## config.mk

```make
export PLATFORM = sky130hd
export DESIGN_NAME = core_ctrl
export DESIGN_NICKNAME = d
export VERILOG_FILES = /design/src/hdl/core_ctrl_pkg.sv /design/src/hdl/exc_cause_if.sv /design/src/hdl/exc_cause_unit.sv /design/src/hdl/ctrl_fsm.sv /design/src/hdl/core_ctrl.sv
export SDC_FILE = /design/constraint.sdc
export NUM_CORES = 1
export LEC_CHECK = 0
export ABC_CLOCK_PERIOD_IN_PS = 1200
export CAP_MARGIN = 20
export CORE_AREA = 2 2 65 67
export DETAILED_ROUTE_END_ITERATION = 10
export DIE_AREA = 0 0 67 69
export DONT_BUFFER_PORTS = 1
export GPL_TIMING_DRIVEN = 0
export SETUP_SLACK_MARGIN = 0.5
export SYNTH_ARGS = -nofsm -noshare
export SYNTH_HDL_FRONTEND = slang
export SYNTH_SLANG_ARGS = --single-unit
```

## constraint.sdc

```tcl
create_clock -name clk_i -period 1.2 [get_ports clk_i]
set_clock_uncertainty 0.1 [all_clocks]
set_input_delay 0 -clock clk_i [delete_from_list [all_inputs] [get_ports clk_i]]
set_output_delay 0 -clock clk_i [all_outputs]
set_load 0.02 [all_outputs]
```

## src/hdl/core_ctrl_pkg.sv

```systemverilog
//////////////////////////////
// shared widths and enums of the core controller
// import with core_ctrl_pkg::* in the module header
//////////////////////////////

package core_ctrl_pkg;

  //////////////////////////////
  // widths
  //////////////////////////////

  // data and instruction width
  parameter int unsigned XLEN     = 32;
  // compressed instruction width
  parameter int unsigned CINSN_W  = 16;
  // interrupt id width
  parameter int unsigned IRQ_ID_W = 5;
  // mcause width, top bit marks an interrupt
  parameter int unsigned CAUSE_W  = 6;

  //////////////////////////////
  // enums
  //////////////////////////////

  // fetch address select toward the prefetcher
  typedef enum logic [1:0] {
    PC_BOOT,
    PC_JUMP,
    PC_EXC,
    PC_ERET
  } pc_sel_e;

  // exception vector select
  typedef enum logic {
    EXC_PC_EXC,
    EXC_PC_IRQ
  } exc_pc_sel_e;

  // synchronous exception causes
  // interrupt causes are built as {1'b1, irq id} and are not listed here
  typedef enum logic [CAUSE_W-1:0] {
    EXC_CAUSE_NONE               = 6'd0,
    EXC_CAUSE_ILLEGAL_INSN       = 6'd2,
    EXC_CAUSE_BREAKPOINT         = 6'd3,
    EXC_CAUSE_LOAD_ACCESS_FAULT  = 6'd5,
    EXC_CAUSE_STORE_ACCESS_FAULT = 6'd7,
    EXC_CAUSE_ECALL_MMODE        = 6'd11
  } exc_cause_e;

  // controller FSM states
  typedef enum logic [2:0] {
    RESET,
    BOOT_SET,
    WAIT_SLEEP,
    SLEEP,
    FIRST_FETCH,
    DECODE,
    FLUSH,
    IRQ_TAKEN
  } ctrl_fsm_e;

endpackage

```

## src/hdl/exc_cause_if.sv

```systemverilog
//////////////////////////////
// exception summary from the cause unit to the FSM
// levels only, valid in the cycle they are driven
//////////////////////////////

`timescale 1ns/1ps

interface exc_cause_if import core_ctrl_pkg::*; ();

  // any event that needs a pipeline flush
  logic             special_req;
  // exception to take in FLUSH
  logic             exc_req;
  // prioritized cause and matching mtval
  exc_cause_e       cause;
  logic [XLEN-1:0]  mtval;
  // special instructions pending in ID
  logic             mret;
  logic             wfi;

  modport cause_mp (output special_req, exc_req, cause, mtval, mret, wfi);
  modport fsm_mp   (input  special_req, exc_req, cause, mtval, mret, wfi);

endinterface

```

## src/hdl/exc_cause_unit.sv

```systemverilog
//////////////////////////////
// classifies decoder and LSU events for the controller
// latches LSU error pulses and picks cause and mtval
//////////////////////////////

`timescale 1ns/1ps

module exc_cause_unit import core_ctrl_pkg::*; (
  input  logic                clk_i,
  input  logic                rst_ni,

  // decoder flags
  input  logic                illegal_insn_i,
  input  logic                ecall_insn_i,
  input  logic                ebrk_insn_i,
  input  logic                mret_insn_i,
  input  logic                wfi_insn_i,
  input  logic                csr_status_i,

  // LSU error pulses and faulting address
  input  logic                load_err_i,
  input  logic                store_err_i,
  input  logic [XLEN-1:0]     lsu_addr_last_i,

  // instruction in ID, for mtval
  input  logic [XLEN-1:0]     instr_i,
  input  logic [CINSN_W-1:0]  instr_compressed_i,
  input  logic                instr_is_compressed_i,

  exc_cause_if.cause_mp       exc_o
);

  logic            load_err_q;
  logic            store_err_q;
  logic            exc_req_insn;
  exc_cause_e      cause;
  logic [XLEN-1:0] mtval;

  // LSU errors arrive in DECODE and are taken in the following FLUSH
  always_ff @(posedge clk_i or negedge rst_ni) begin
    if (!rst_ni) begin
      load_err_q  <= 1'b0;
      store_err_q <= 1'b0;
    end else begin
      load_err_q  <= load_err_i;
      store_err_q <= store_err_i;
    end
  end

  // exceptions raised by the instruction itself
  assign exc_req_insn = illegal_insn_i | ecall_insn_i | ebrk_insn_i;

  // cause priority follows the privileged spec table
  always_comb begin
    cause = EXC_CAUSE_NONE;
    mtval = '0;
    if (illegal_insn_i) begin
      cause = EXC_CAUSE_ILLEGAL_INSN;
      // faulting instruction bits, compressed ones zero-extended
      mtval = instr_is_compressed_i ? {{(XLEN-CINSN_W){1'b0}}, instr_compressed_i} : instr_i;
    end else if (ecall_insn_i) begin
      cause = EXC_CAUSE_ECALL_MMODE;
    end else if (ebrk_insn_i) begin
      cause = EXC_CAUSE_BREAKPOINT;
    end else if (store_err_q) begin
      cause = EXC_CAUSE_STORE_ACCESS_FAULT;
      mtval = lsu_addr_last_i;
    end else if (load_err_q) begin
      cause = EXC_CAUSE_LOAD_ACCESS_FAULT;
      mtval = lsu_addr_last_i;
    end
  end

  // live LSU pulses request the flush, latched ones raise the exception
  assign exc_o.special_req = mret_insn_i | wfi_insn_i | csr_status_i | exc_req_insn |
                             load_err_i | store_err_i;
  assign exc_o.exc_req     = exc_req_insn | load_err_q | store_err_q;
  assign exc_o.cause       = cause;
  assign exc_o.mtval       = mtval;
  assign exc_o.mret        = mret_insn_i;
  assign exc_o.wfi         = wfi_insn_i;

endmodule

```

## src/hdl/ctrl_fsm.sv

```systemverilog
//////////////////////////////
// controller FSM of the core
// drives PC redirects, CSR save strobes and IF-ID stall control
//////////////////////////////

`timescale 1ns/1ps

module ctrl_fsm import core_ctrl_pkg::*; (
  input  logic                 clk_i,
  input  logic                 rst_ni,

  input  logic                 fetch_enable_i,
  input  logic                 instr_valid_i,
  input  logic                 branch_set_i,
  input  logic                 jump_set_i,

  // interrupts
  input  logic                 irq_i,
  input  logic                 irq_req_ctrl_i,
  input  logic [IRQ_ID_W-1:0]  irq_id_ctrl_i,
  input  logic                 m_ie_i,

  // multicycle stalls
  input  logic                 stall_lsu_i,
  input  logic                 stall_multdiv_i,
  input  logic                 stall_jump_i,
  input  logic                 stall_branch_i,

  exc_cause_if.fsm_mp          exc_i,

  // core status and IF-ID handling
  output logic                 ctrl_busy_o,
  output logic                 first_fetch_o,
  output logic                 instr_valid_clear_o,
  output logic                 id_in_ready_o,
  output logic                 id_out_valid_o,

  // prefetcher
  output logic                 instr_req_o,
  output logic                 pc_set_o,
  output pc_sel_e              pc_mux_o,
  output exc_pc_sel_e          exc_pc_mux_o,

  // interrupt and exception handshake strobes
  output logic                 irq_ack_o,
  output logic [IRQ_ID_W-1:0]  irq_id_o,
  output logic                 exc_ack_o,
  output exc_cause_e           exc_cause_o,

  // CSR file
  output logic                 csr_save_if_o,
  output logic                 csr_save_id_o,
  output logic                 csr_restore_mret_id_o,
  output logic                 csr_save_cause_o,
  output logic [XLEN-1:0]      csr_mtval_o,

  // performance counters
  output logic                 perf_jump_o,
  output logic                 perf_tbranch_o
);

  ctrl_fsm_e state_q, state_d;

  logic stall;
  logic halt_if;
  logic halt_id;
  logic handle_irq;

  // interrupt only when globally enabled
  assign handle_irq = irq_req_ctrl_i & m_ie_i;

  //////////////////////////////
  // next state and outputs
  //////////////////////////////

  always_comb begin
    state_d               = state_q;
    ctrl_busy_o           = 1'b1;
    first_fetch_o         = 1'b0;
    instr_req_o           = 1'b1;
    pc_set_o              = 1'b0;
    pc_mux_o              = PC_BOOT;
    exc_pc_mux_o          = EXC_PC_EXC;
    exc_cause_o           = EXC_CAUSE_NONE;
    csr_mtval_o           = '0;
    irq_ack_o             = 1'b0;
    exc_ack_o             = 1'b0;
    csr_save_if_o         = 1'b0;
    csr_save_id_o         = 1'b0;
    csr_restore_mret_id_o = 1'b0;
    csr_save_cause_o      = 1'b0;
    perf_jump_o           = 1'b0;
    perf_tbranch_o        = 1'b0;
    halt_if               = 1'b0;
    halt_id               = 1'b0;

    unique case (state_q)
      RESET: begin
        // hold boot address until fetch is enabled
        instr_req_o = 1'b0;
        pc_set_o    = 1'b1;
        pc_mux_o    = PC_BOOT;
        if (fetch_enable_i) begin
          state_d = BOOT_SET;
        end
      end

      BOOT_SET: begin
        pc_set_o = 1'b1;
        pc_mux_o = PC_BOOT;
        state_d  = FIRST_FETCH;
      end

      WAIT_SLEEP, SLEEP: begin
        // core idle, IF and ID frozen
        ctrl_busy_o = 1'b0;
        instr_req_o = 1'b0;
        halt_if     = 1'b1;
        halt_id     = 1'b1;
        if (state_q == WAIT_SLEEP) begin
          state_d = SLEEP;
        end else if (irq_i) begin
          // wake on any pending irq, even a masked one
          state_d = FIRST_FETCH;
        end
      end

      FIRST_FETCH: begin
        first_fetch_o = 1'b1;
        // wait out an IF miss
        if (!stall) begin
          state_d = DECODE;
        end
        // pipeline is empty here, take the irq at once
        if (handle_irq) begin
          state_d = IRQ_TAKEN;
          halt_if = 1'b1;
          halt_id = 1'b1;
        end
      end

      DECODE: begin
        if (instr_valid_i) begin
          if (branch_set_i || jump_set_i) begin
            // redirect fetch to the target in the same cycle
            pc_set_o       = 1'b1;
            pc_mux_o       = PC_JUMP;
            perf_tbranch_o = branch_set_i;
            perf_jump_o    = jump_set_i;
          end else if (exc_i.special_req) begin
            state_d = FLUSH;
            halt_if = 1'b1;
            halt_id = 1'b1;
          end
          // keep IF quiet so the irq is not starved by a multicycle instr
          if (handle_irq && stall) begin
            halt_if = 1'b1;
          end
        end
        if (handle_irq && !stall && !exc_i.special_req) begin
          state_d = IRQ_TAKEN;
          halt_if = 1'b1;
          halt_id = 1'b1;
        end
      end

      IRQ_TAKEN: begin
        pc_set_o         = 1'b1;
        pc_mux_o         = PC_EXC;
        exc_pc_mux_o     = EXC_PC_IRQ;
        // interrupt cause has the top bit set
        exc_cause_o      = exc_cause_e'({1'b1, irq_id_ctrl_i});
        csr_save_if_o    = 1'b1;
        csr_save_cause_o = 1'b1;
        irq_ack_o        = 1'b1;
        exc_ack_o        = 1'b1;
        state_d          = DECODE;
      end

      FLUSH: begin
        halt_if = 1'b1;
        halt_id = 1'b1;
        state_d = DECODE;
        if (exc_i.exc_req) begin
          // save ID pc and cause, jump to the trap vector
          pc_set_o         = 1'b1;
          pc_mux_o         = PC_EXC;
          exc_pc_mux_o     = EXC_PC_EXC;
          csr_save_id_o    = 1'b1;
          csr_save_cause_o = 1'b1;
          exc_cause_o      = exc_i.cause;
          csr_mtval_o      = exc_i.mtval;
        end else if (exc_i.mret) begin
          pc_set_o              = 1'b1;
          pc_mux_o              = PC_ERET;
          csr_restore_mret_id_o = 1'b1;
        end else if (exc_i.wfi) begin
          state_d = WAIT_SLEEP;
        end
        // csr status flush only needs the return to DECODE
      end

      default: begin
        instr_req_o = 1'b0;
        state_d     = RESET;
      end
    endcase
  end

  //////////////////////////////
  // stall control
  //////////////////////////////

  // any multicycle unit still busy with the current instr
  assign stall = stall_lsu_i | stall_multdiv_i | stall_jump_i | stall_branch_i;

  assign id_in_ready_o       = ~stall & ~halt_if;
  // drop the IF-ID entry once done or when flushed
  assign instr_valid_clear_o = ~stall | halt_id;
  assign id_out_valid_o      = ~stall & instr_valid_i;

  assign irq_id_o = irq_id_ctrl_i;

  always_ff @(posedge clk_i or negedge rst_ni) begin
    if (!rst_ni) begin
      state_q <= RESET;
    end else begin
      state_q <= state_d;
    end
  end

endmodule

```

## src/hdl/core_ctrl.sv

```systemverilog
//////////////////////////////
// top level of the core controller
// joins the cause unit and the FSM, plain ports only
//////////////////////////////

`timescale 1ns/1ps

module core_ctrl import core_ctrl_pkg::*; (
  input  logic                 clk_i,
  input  logic                 rst_ni,
  input  logic                 fetch_enable_i,

  // decoder
  input  logic                 illegal_insn_i,
  input  logic                 ecall_insn_i,
  input  logic                 ebrk_insn_i,
  input  logic                 mret_insn_i,
  input  logic                 wfi_insn_i,
  input  logic                 csr_status_i,

  // IF-ID register
  input  logic                 instr_valid_i,
  input  logic [XLEN-1:0]      instr_i,
  input  logic [CINSN_W-1:0]   instr_compressed_i,
  input  logic                 instr_is_compressed_i,

  // LSU
  input  logic [XLEN-1:0]      lsu_addr_last_i,
  input  logic                 load_err_i,
  input  logic                 store_err_i,

  // jumps and branches
  input  logic                 branch_set_i,
  input  logic                 jump_set_i,

  // interrupts
  input  logic                 irq_i,
  input  logic                 irq_req_ctrl_i,
  input  logic [IRQ_ID_W-1:0]  irq_id_ctrl_i,
  input  logic                 m_ie_i,

  // stalls
  input  logic                 stall_lsu_i,
  input  logic                 stall_multdiv_i,
  input  logic                 stall_jump_i,
  input  logic                 stall_branch_i,

  // controller outputs
  output logic                 ctrl_busy_o,
  output logic                 first_fetch_o,
  output logic                 instr_valid_clear_o,
  output logic                 id_in_ready_o,
  output logic                 id_out_valid_o,
  output logic                 instr_req_o,
  output logic                 pc_set_o,
  output pc_sel_e              pc_mux_o,
  output exc_pc_sel_e          exc_pc_mux_o,
  output logic                 irq_ack_o,
  output logic [IRQ_ID_W-1:0]  irq_id_o,
  output logic                 exc_ack_o,
  output exc_cause_e           exc_cause_o,
  output logic                 csr_save_if_o,
  output logic                 csr_save_id_o,
  output logic                 csr_restore_mret_id_o,
  output logic                 csr_save_cause_o,
  output logic [XLEN-1:0]      csr_mtval_o,
  output logic                 perf_jump_o,
  output logic                 perf_tbranch_o
);

  // exception summary between the two halves
  exc_cause_if exc_if ();

  exc_cause_unit u_cause (
    .clk_i                 (clk_i),
    .rst_ni                (rst_ni),
    .illegal_insn_i        (illegal_insn_i),
    .ecall_insn_i          (ecall_insn_i),
    .ebrk_insn_i           (ebrk_insn_i),
    .mret_insn_i           (mret_insn_i),
    .wfi_insn_i            (wfi_insn_i),
    .csr_status_i          (csr_status_i),
    .load_err_i            (load_err_i),
    .store_err_i           (store_err_i),
    .lsu_addr_last_i       (lsu_addr_last_i),
    .instr_i               (instr_i),
    .instr_compressed_i    (instr_compressed_i),
    .instr_is_compressed_i (instr_is_compressed_i),
    .exc_o                 (exc_if.cause_mp)
  );

  ctrl_fsm u_fsm (
    .clk_i                 (clk_i),
    .rst_ni                (rst_ni),
    .fetch_enable_i        (fetch_enable_i),
    .instr_valid_i         (instr_valid_i),
    .branch_set_i          (branch_set_i),
    .jump_set_i            (jump_set_i),
    .irq_i                 (irq_i),
    .irq_req_ctrl_i        (irq_req_ctrl_i),
    .irq_id_ctrl_i         (irq_id_ctrl_i),
    .m_ie_i                (m_ie_i),
    .stall_lsu_i           (stall_lsu_i),
    .stall_multdiv_i       (stall_multdiv_i),
    .stall_jump_i          (stall_jump_i),
    .stall_branch_i        (stall_branch_i),
    .exc_i                 (exc_if.fsm_mp),
    .ctrl_busy_o           (ctrl_busy_o),
    .first_fetch_o         (first_fetch_o),
    .instr_valid_clear_o   (instr_valid_clear_o),
    .id_in_ready_o         (id_in_ready_o),
    .id_out_valid_o        (id_out_valid_o),
    .instr_req_o           (instr_req_o),
    .pc_set_o              (pc_set_o),
    .pc_mux_o              (pc_mux_o),
    .exc_pc_mux_o          (exc_pc_mux_o),
    .irq_ack_o             (irq_ack_o),
    .irq_id_o              (irq_id_o),
    .exc_ack_o             (exc_ack_o),
    .exc_cause_o           (exc_cause_o),
    .csr_save_if_o         (csr_save_if_o),
    .csr_save_id_o         (csr_save_id_o),
    .csr_restore_mret_id_o (csr_restore_mret_id_o),
    .csr_save_cause_o      (csr_save_cause_o),
    .csr_mtval_o           (csr_mtval_o),
    .perf_jump_o           (perf_jump_o),
    .perf_tbranch_o        (perf_tbranch_o)
  );

endmodule

```

==> impl_results.md, run 1 <==
* Sink Count at 5
* Setup Crit Path Kind: flop to output pin
* N_diodes at 0
* DRT iter0 DRCs at 74
* Slew headroom at 58.2%
* Post-Place Cell Area at 1710 sq um
* Share of cells above drive strength 1 at 84.8%
* Clk_lat worst skew at 0.23 ns
* Max cap viols at 0
* Fmax at 0.619 GHz
* Synth Area per Inst at 6.83 sq um
* Pleak at 0.927 nW
* Pre-CTS setup slack at -0.284 ns
* CTS Buf Count at 3
* Ys async rst share at 100%
* Synth Cell Area at 1240 sq um
* TritonCTS clock tree: yes
* Power per cell area at 1670 nW/um^2
* Clock-pin slew on the worst setup and hold paths at 0.03 ns
* Commonest non-fill, non-tap cell in the layout: nor2_4
* Multi-input gate area at 1650 sq um
* Layout Cells excl Fill at 273
* Fill cell count at 265
* Register-to-Register Path Depth at 7
* First-pass GRT wire length at 8820 um
* Root Buffer: clkbuf_8
* DR vias/cell at 6.11
* RD Place Congestion at 0.806
* IO Pins at 168
* Routed Antenna Nets at 0
* Critical path destination: csr_mtval_o[30]
* Synthesis Warnings at 0
* DRT Pass-1 Iters at 4
* Initial antenna violation count at 0
* Slowest stage delay, CP at 0.37 ns
* Synth-to-Final Area Change at 116%
* Fin crit period at 1.61 ns
* Hold WS at -0.299 ns
* Final instance area at 2690 sq um
* EDFF count, synth at 0
* Ys flop type: dfrtp_1
* Total track usage at 24.4%
* Net count reported at finish at 331
* CP endpoint kind: output pin
* Slew @ Worst Pin at 0.621 ns
* Drt drc at 0
* Syn Nets at 289
* Deepest clock path buffer count at 2
* Cell row count at 23
* Die Ht at 69 um
* Setup slack, reg-to-reg at -0.26 ns
* CTS Hold Bufs at 1
* GRT Residual Overflow at 0
* Failing checks: hold timing, setup timing
* CP Data Arrival Time at 1.51 ns
* FF-to-FF End: u_fsm.state_q[1]
* Slew Limit Fails at 0
* RSZ-0062 raised after global routing: true
* Period utilization at 135%
* Cells along the critical path: buf_8 > nor2_4 > nand2b_4 > buf_12 > buf_12 > buf_16 > nor2_4
* CP Launch Type: flop
* CP max stage cell: dfrtp_1
* HP Start: store_err_i
* Status: complete, but fails checks
* Yosys cell types at 37
* # setup viols final at 58
* Drt total wl at 5970 um
* DIE WIDTH at 67 um
* Core Region at 3910 sq um
* Worst hold path class: input pin to flop
* Vias in the first global route at 1721
* VDD IR-drop max at 1240 uV
* Most frequent cells in the layout: 41 x nor2_4, 23 x buf_6, 22 x a22oi_2
* Worst r2r src: u_fsm.state_q[2]
* Storage cell area at 130 sq um
* Critical path required time at 1.10 ns
* Initial Util at 31.7%
* Yosys reg bits at 5
* Mapped Cells at 182
* Htree depth at 1
* CP startpoint: u_fsm.state_q[0]
* # port buffers at 0
* Post-DP HPWL at 3950 um
* Hold Vio Cnt, Final at 10
* Via count at 1669
* Placed cells at 232
* Drt wl/cell at 21.9 um
* Register area share after synthesis at 10.1%
* Die area at 4620 sq um
* Largest net degree at the start of global routing at 11
* Setup WS post-layout at -0.415 ns
* Worst Path Max Fanout at 7
==> worst min-delay path by stage <==
stage | to | depth (start not counted)
5_1_grt | u_cause.load_err_q | 0
6_report | u_cause.store_err_q | 0
2_1_floorplan | u_cause.load_err_q | 0
4_1_cts | u_cause.store_err_q | 0
3_3_place_gp | u_cause.store_err_q | 0
3_5_place_dp | u_cause.store_err_q | 0
==> sequential cells by signal, summed over array words and instances (netlist names) <==
signal               flops
u_fsm.state_q            3
u_cause.store_err_q      1
u_cause.load_err_q       1
==> logic make-up (layout without fill, tap and decap cells) <==
kind of cell,Yosys count,after routing,synth area share [%]
compound gates,50,50,29.1
buf+inv,29,70,14.0
flops,5,5,10.1
mux,16,16,14.5
simple gates,82,82,32.3
==> per-stage QoR <==
stage	power (W)	utilization, %	hold slack [ns]	setup TNS, ns
finish	0.00448	68.6	-0.299	-17.99
global route	0.00467	68.6	-0.306	-20.44
CTS	0.00417	64.3	-0.305	-17.63
detailed placement	0.00240	43.7	-0.395	-10.12
global placement	0.00237	43.7	-0.395	-9.67
floorplan	0.00218	-	-0.396	-3.71
==> worst max-delay path: cells and delay by family, from the launching register on <==
| family | cells | cell delay [ns] |
|---|---|---|
| DFF | 1 | 0.37 |
| and+or+nand+nor | 3 | 0.38 |
| buffers and inverters | 4 | 0.53 |
==> final cells by class <==
type	instances	area share (%)
inverters	3	0.978
multi-input cells	148	61.3
plain buffers	26	11.6
well taps	50	2.33
clock buffers	4	1.68
repair buffers	37	17.3
flip-flops and latches	5	4.84
==> report_power, final <==
group | switching, W | total (W) | internal, W
registers | 0.0000423 | 0.000251 | 0.000209
logic | 0.00199 | 0.00391 | 0.00192
clock network | 0.0000968 | 0.000326 | 0.000229
total | 0.00213 | 0.00448 | 0.00236
==> synth_stat cells, types with 3 or more instances <==
cell | n | area, sq um
nor2b_1 | 4 | 25.0
nand3_1 | 4 | 20.0
and2_1 | 3 | 18.8
mux2_2 | 16 | 180
nor2_1 | 43 | 161
dfrtp_1 | 5 | 125
clkbuf_1 | 7 | 26.3
a31oi_1 | 3 | 18.8
a22oi_1 | 33 | 248
nor3_1 | 4 | 20.0
a21oi_1 | 5 | 25.0
nand2_1 | 5 | 18.8
buf_4 | 17 | 128
and3_1 | 4 | 25.0
==> per-layer routing <==
metal / GRT usage [%] / share of wire, %
met2: 44.2 / 55
met4: 11.8 / 3.7
met3: 5.87 / 8.0
met5: 0 / 0
met1: 25.1 / 33
==> timing repair <==
item	4_1_cts	5_1_grt
pin swaps	31	19
endpoints found under the setup margin	59	59
cloned	3	0
hold endpoints to repair	10	10
buffers inserted	28	5
resized for setup	97	30
Power figures use the tool's default switching activity.
==> run 2, diff against run 1 <==
BUFFER_PORTS_ARGS = -buffer_cell sky130_fd_sc_hd__buf_4   (was unset)
CORE_AREA = unset   (was 2 2 65 67)
CORE_UTILIZATION = 29   (was unset)
DIE_AREA = unset   (was 0 0 67 69)
DONT_BUFFER_PORTS = unset   (was 1)
PLACE_DENSITY = 0.79   (was unset)
==> run 2 against run 1 <==
Global-route usage up 3.9 points. Die area shrank 1.6%. Total power up 17%. Sequential cell count is the same. The run still ends with hold timing, setup timing left. Worst setup slack lost 0.14 ns. Fmax is 8.1% lower. Wire length is 64% higher. Design area increased by 41%. Via count rose by 52%. First-iteration DRC count up 99%. Register-to-register slack worse by 0.05 ns.
==> impl_results.md, run 2 (same netlist as run 1, synthesis figures left out) <==
* RD Place Congestion at 0.924
* Period utilization at 146%
* # setup viols final at 58
* Pre-CTS setup slack at -0.427 ns
* Clk_lat worst skew at 0.23 ns
* Met1 GRT Util at 29.0%
* Cell Int Power at 0.00282 W
* DIE WIDTH at 67.5 um
* Htree depth at 1
* Most frequent cells in the layout: 175 x buf_4, 35 x nor2_4, 27 x buf_6
* RSZ-0062 raised after global routing: true
* Kind of cell adding the most delay to the critical path: simple AND/OR/NAND/NOR gates
* CP Data Arrival Time at 1.66 ns
* Gr busiest metal: met2
* CP max stage cell: dfrtp_1
* DR vias/cell at 5.82
* IO Pins at 168
* Met3 GRT Util at 5.57%
* Cell row count at 23
* CTS Buf Count at 3
* Drt total wl at 9780 um
* Fin crit period at 1.76 ns
* Core Region at 4060 sq um
* Slowest stage delay, CP at 0.39 ns
* Status: complete, but fails checks
* Drt drc at 0
* CP Launch Type: flop
* Slew headroom at 60.1%
* Slew @ Worst Pin at 0.598 ns
* Critical path required time at 1.10 ns
* Hold WS at -0.0284 ns
* Part of the power in registers at 5.0%
* First-pass GRT wire length at 9720 um
* Synth-to-Final Area Change at 206%
* Part of the power in combinational logic at 88.5%
* CP endpoint kind: output pin
* Routed Antenna Nets at 0
* Via count at 2533
* Vias in the first global route at 2066
* TritonCTS clock tree: yes
* # port buffers at 166
* Deepest clock path buffer count at 2
* Hold Vio Cnt, Final at 1
* Setup Crit Path Kind: flop to output pin
* N_diodes at 0
* Largest net degree at the start of global routing at 11
* Post-DP HPWL at 4800 um
* Worst Path Max Fanout at 7
* VDD IR-drop max at 1510 uV
* DRT Pass-1 Iters at 4
* Die area at 4550 sq um
* Worst hold path class: input pin to flop
* Total track usage at 28.3%
* Clk pwr share at 6.6%
* Commonest non-fill, non-tap cell in the layout: buf_4
* Sw frac at 46.3%
* GRT Residual Overflow at 0
* DRT iter0 DRCs at 147
* Met2 usage at 56.1%
* Top Registers: u_fsm.state_q x3, u_cause.load_err_q x1, u_cause.store_err_q x1
* Drt wl/cell at 22.5 um
* Fmax at 0.569 GHz
* Die Ht at 67.5 um
* Max reg flops at 3
* Final instance area at 3800 sq um
* WP buf/inv at 2
* Setup TNS at -25.83 ns
* Slew Limit Fails at 0
* Most flop-heavy register: u_fsm.state_q
* CTS Hold Bufs at 3
* Pleak at 1.69 nW
* Cells along the critical path: buf_8 > nor2b_4 > and2_4 > o211a_1 > or3_4 > buf_6
* Root Buffer: clkbuf_8
* Share of cells above drive strength 1 at 90.1%
* Net count reported at finish at 493
* Failing checks: hold timing, setup timing
* Initial Util at 30.6%
* Setup WS post-layout at -0.557 ns
* Post-Place Cell Area at 2960 sq um
* Max cap viols at 0
* Clock-pin slew on the worst setup and hold paths at 0.04 ns
* P_sw at 0.00243 W
* Power per cell area at 1380 nW/um^2
* Initial antenna violation count at 0
* Sink Count at 5
-- run 2: routing by layer --
metal	vias up	share of wire, %
li1	1060	-
met1	1189	31
met2	208	52
met3	76	8.7
met4	0	8.2
met5	-	0
-- run 2: worst paths after layout --
check | start | to | slack (ns) | cells after the start
setup / recovery | u_fsm.state_q[0] | pc_set_o | -0.56 | 6
hold / removal | irq_i | u_fsm.state_q[2] | -0.03 | 2
setup reg to reg | u_fsm.state_q[1] | u_fsm.state_q[1] | -0.31 | 6
hold reg to reg | u_fsm.state_q[2] | u_fsm.state_q[1] | 0.69 | 2
max in group asynchronous | rst_ni | u_cause.store_err_q | 0.87 | 2
min in group asynchronous | rst_ni | u_fsm.state_q[1] | 0.01 | 2
-- run 2: final cells by class --
class / instances / area (sq um)
Multi-Input combinational cell: 148 / 1560
Tap cell: 50 / 62.6
Sequential cell: 5 / 130
Fill cell: 126 / 260
Clock buffer: 4 / 45.0
Buffer: 26 / 285
Inverter: 3 / 13.8
Timing Repair Buffer: 199 / 1700
-- run 2: stage by stage --
step | util [%] | hold slack (ns) | instances | total power (W)
CTS | 82.3 | -0.0616 | 412 | 0.00402
floorplan | - | -0.396 | 182 | 0.00218
global route | 93.6 | -0.0112 | 435 | 0.00540
finish | 93.6 | -0.0284 | 435 | 0.00525
global placement | 72.8 | -0.298 | 398 | 0.00317
detailed placement | 72.8 | -0.296 | 398 | 0.00318
-- run 2: power by group through the flow --
stage	logic, W	clock network [W]	registers [W]
after floorplan	0.00194	0	0.000236
after global placement	0.00293	0	0.000239
after detailed placement	0.00294	0	0.000242
after CTS	0.00344	0.000323	0.000256
after global routing	0.00479	0.000346	0.000263
final	0.00464	0.000344	0.000261
-- run 2: timing repair --
item                       in CTS  in global routing
setup endpoints to repair      59                 59
setup buffers                   6                 20
cloned                          1                  3
gates resized for setup        50                 51
pin swaps                       6                 19
hold endpoints to repair        8                  1
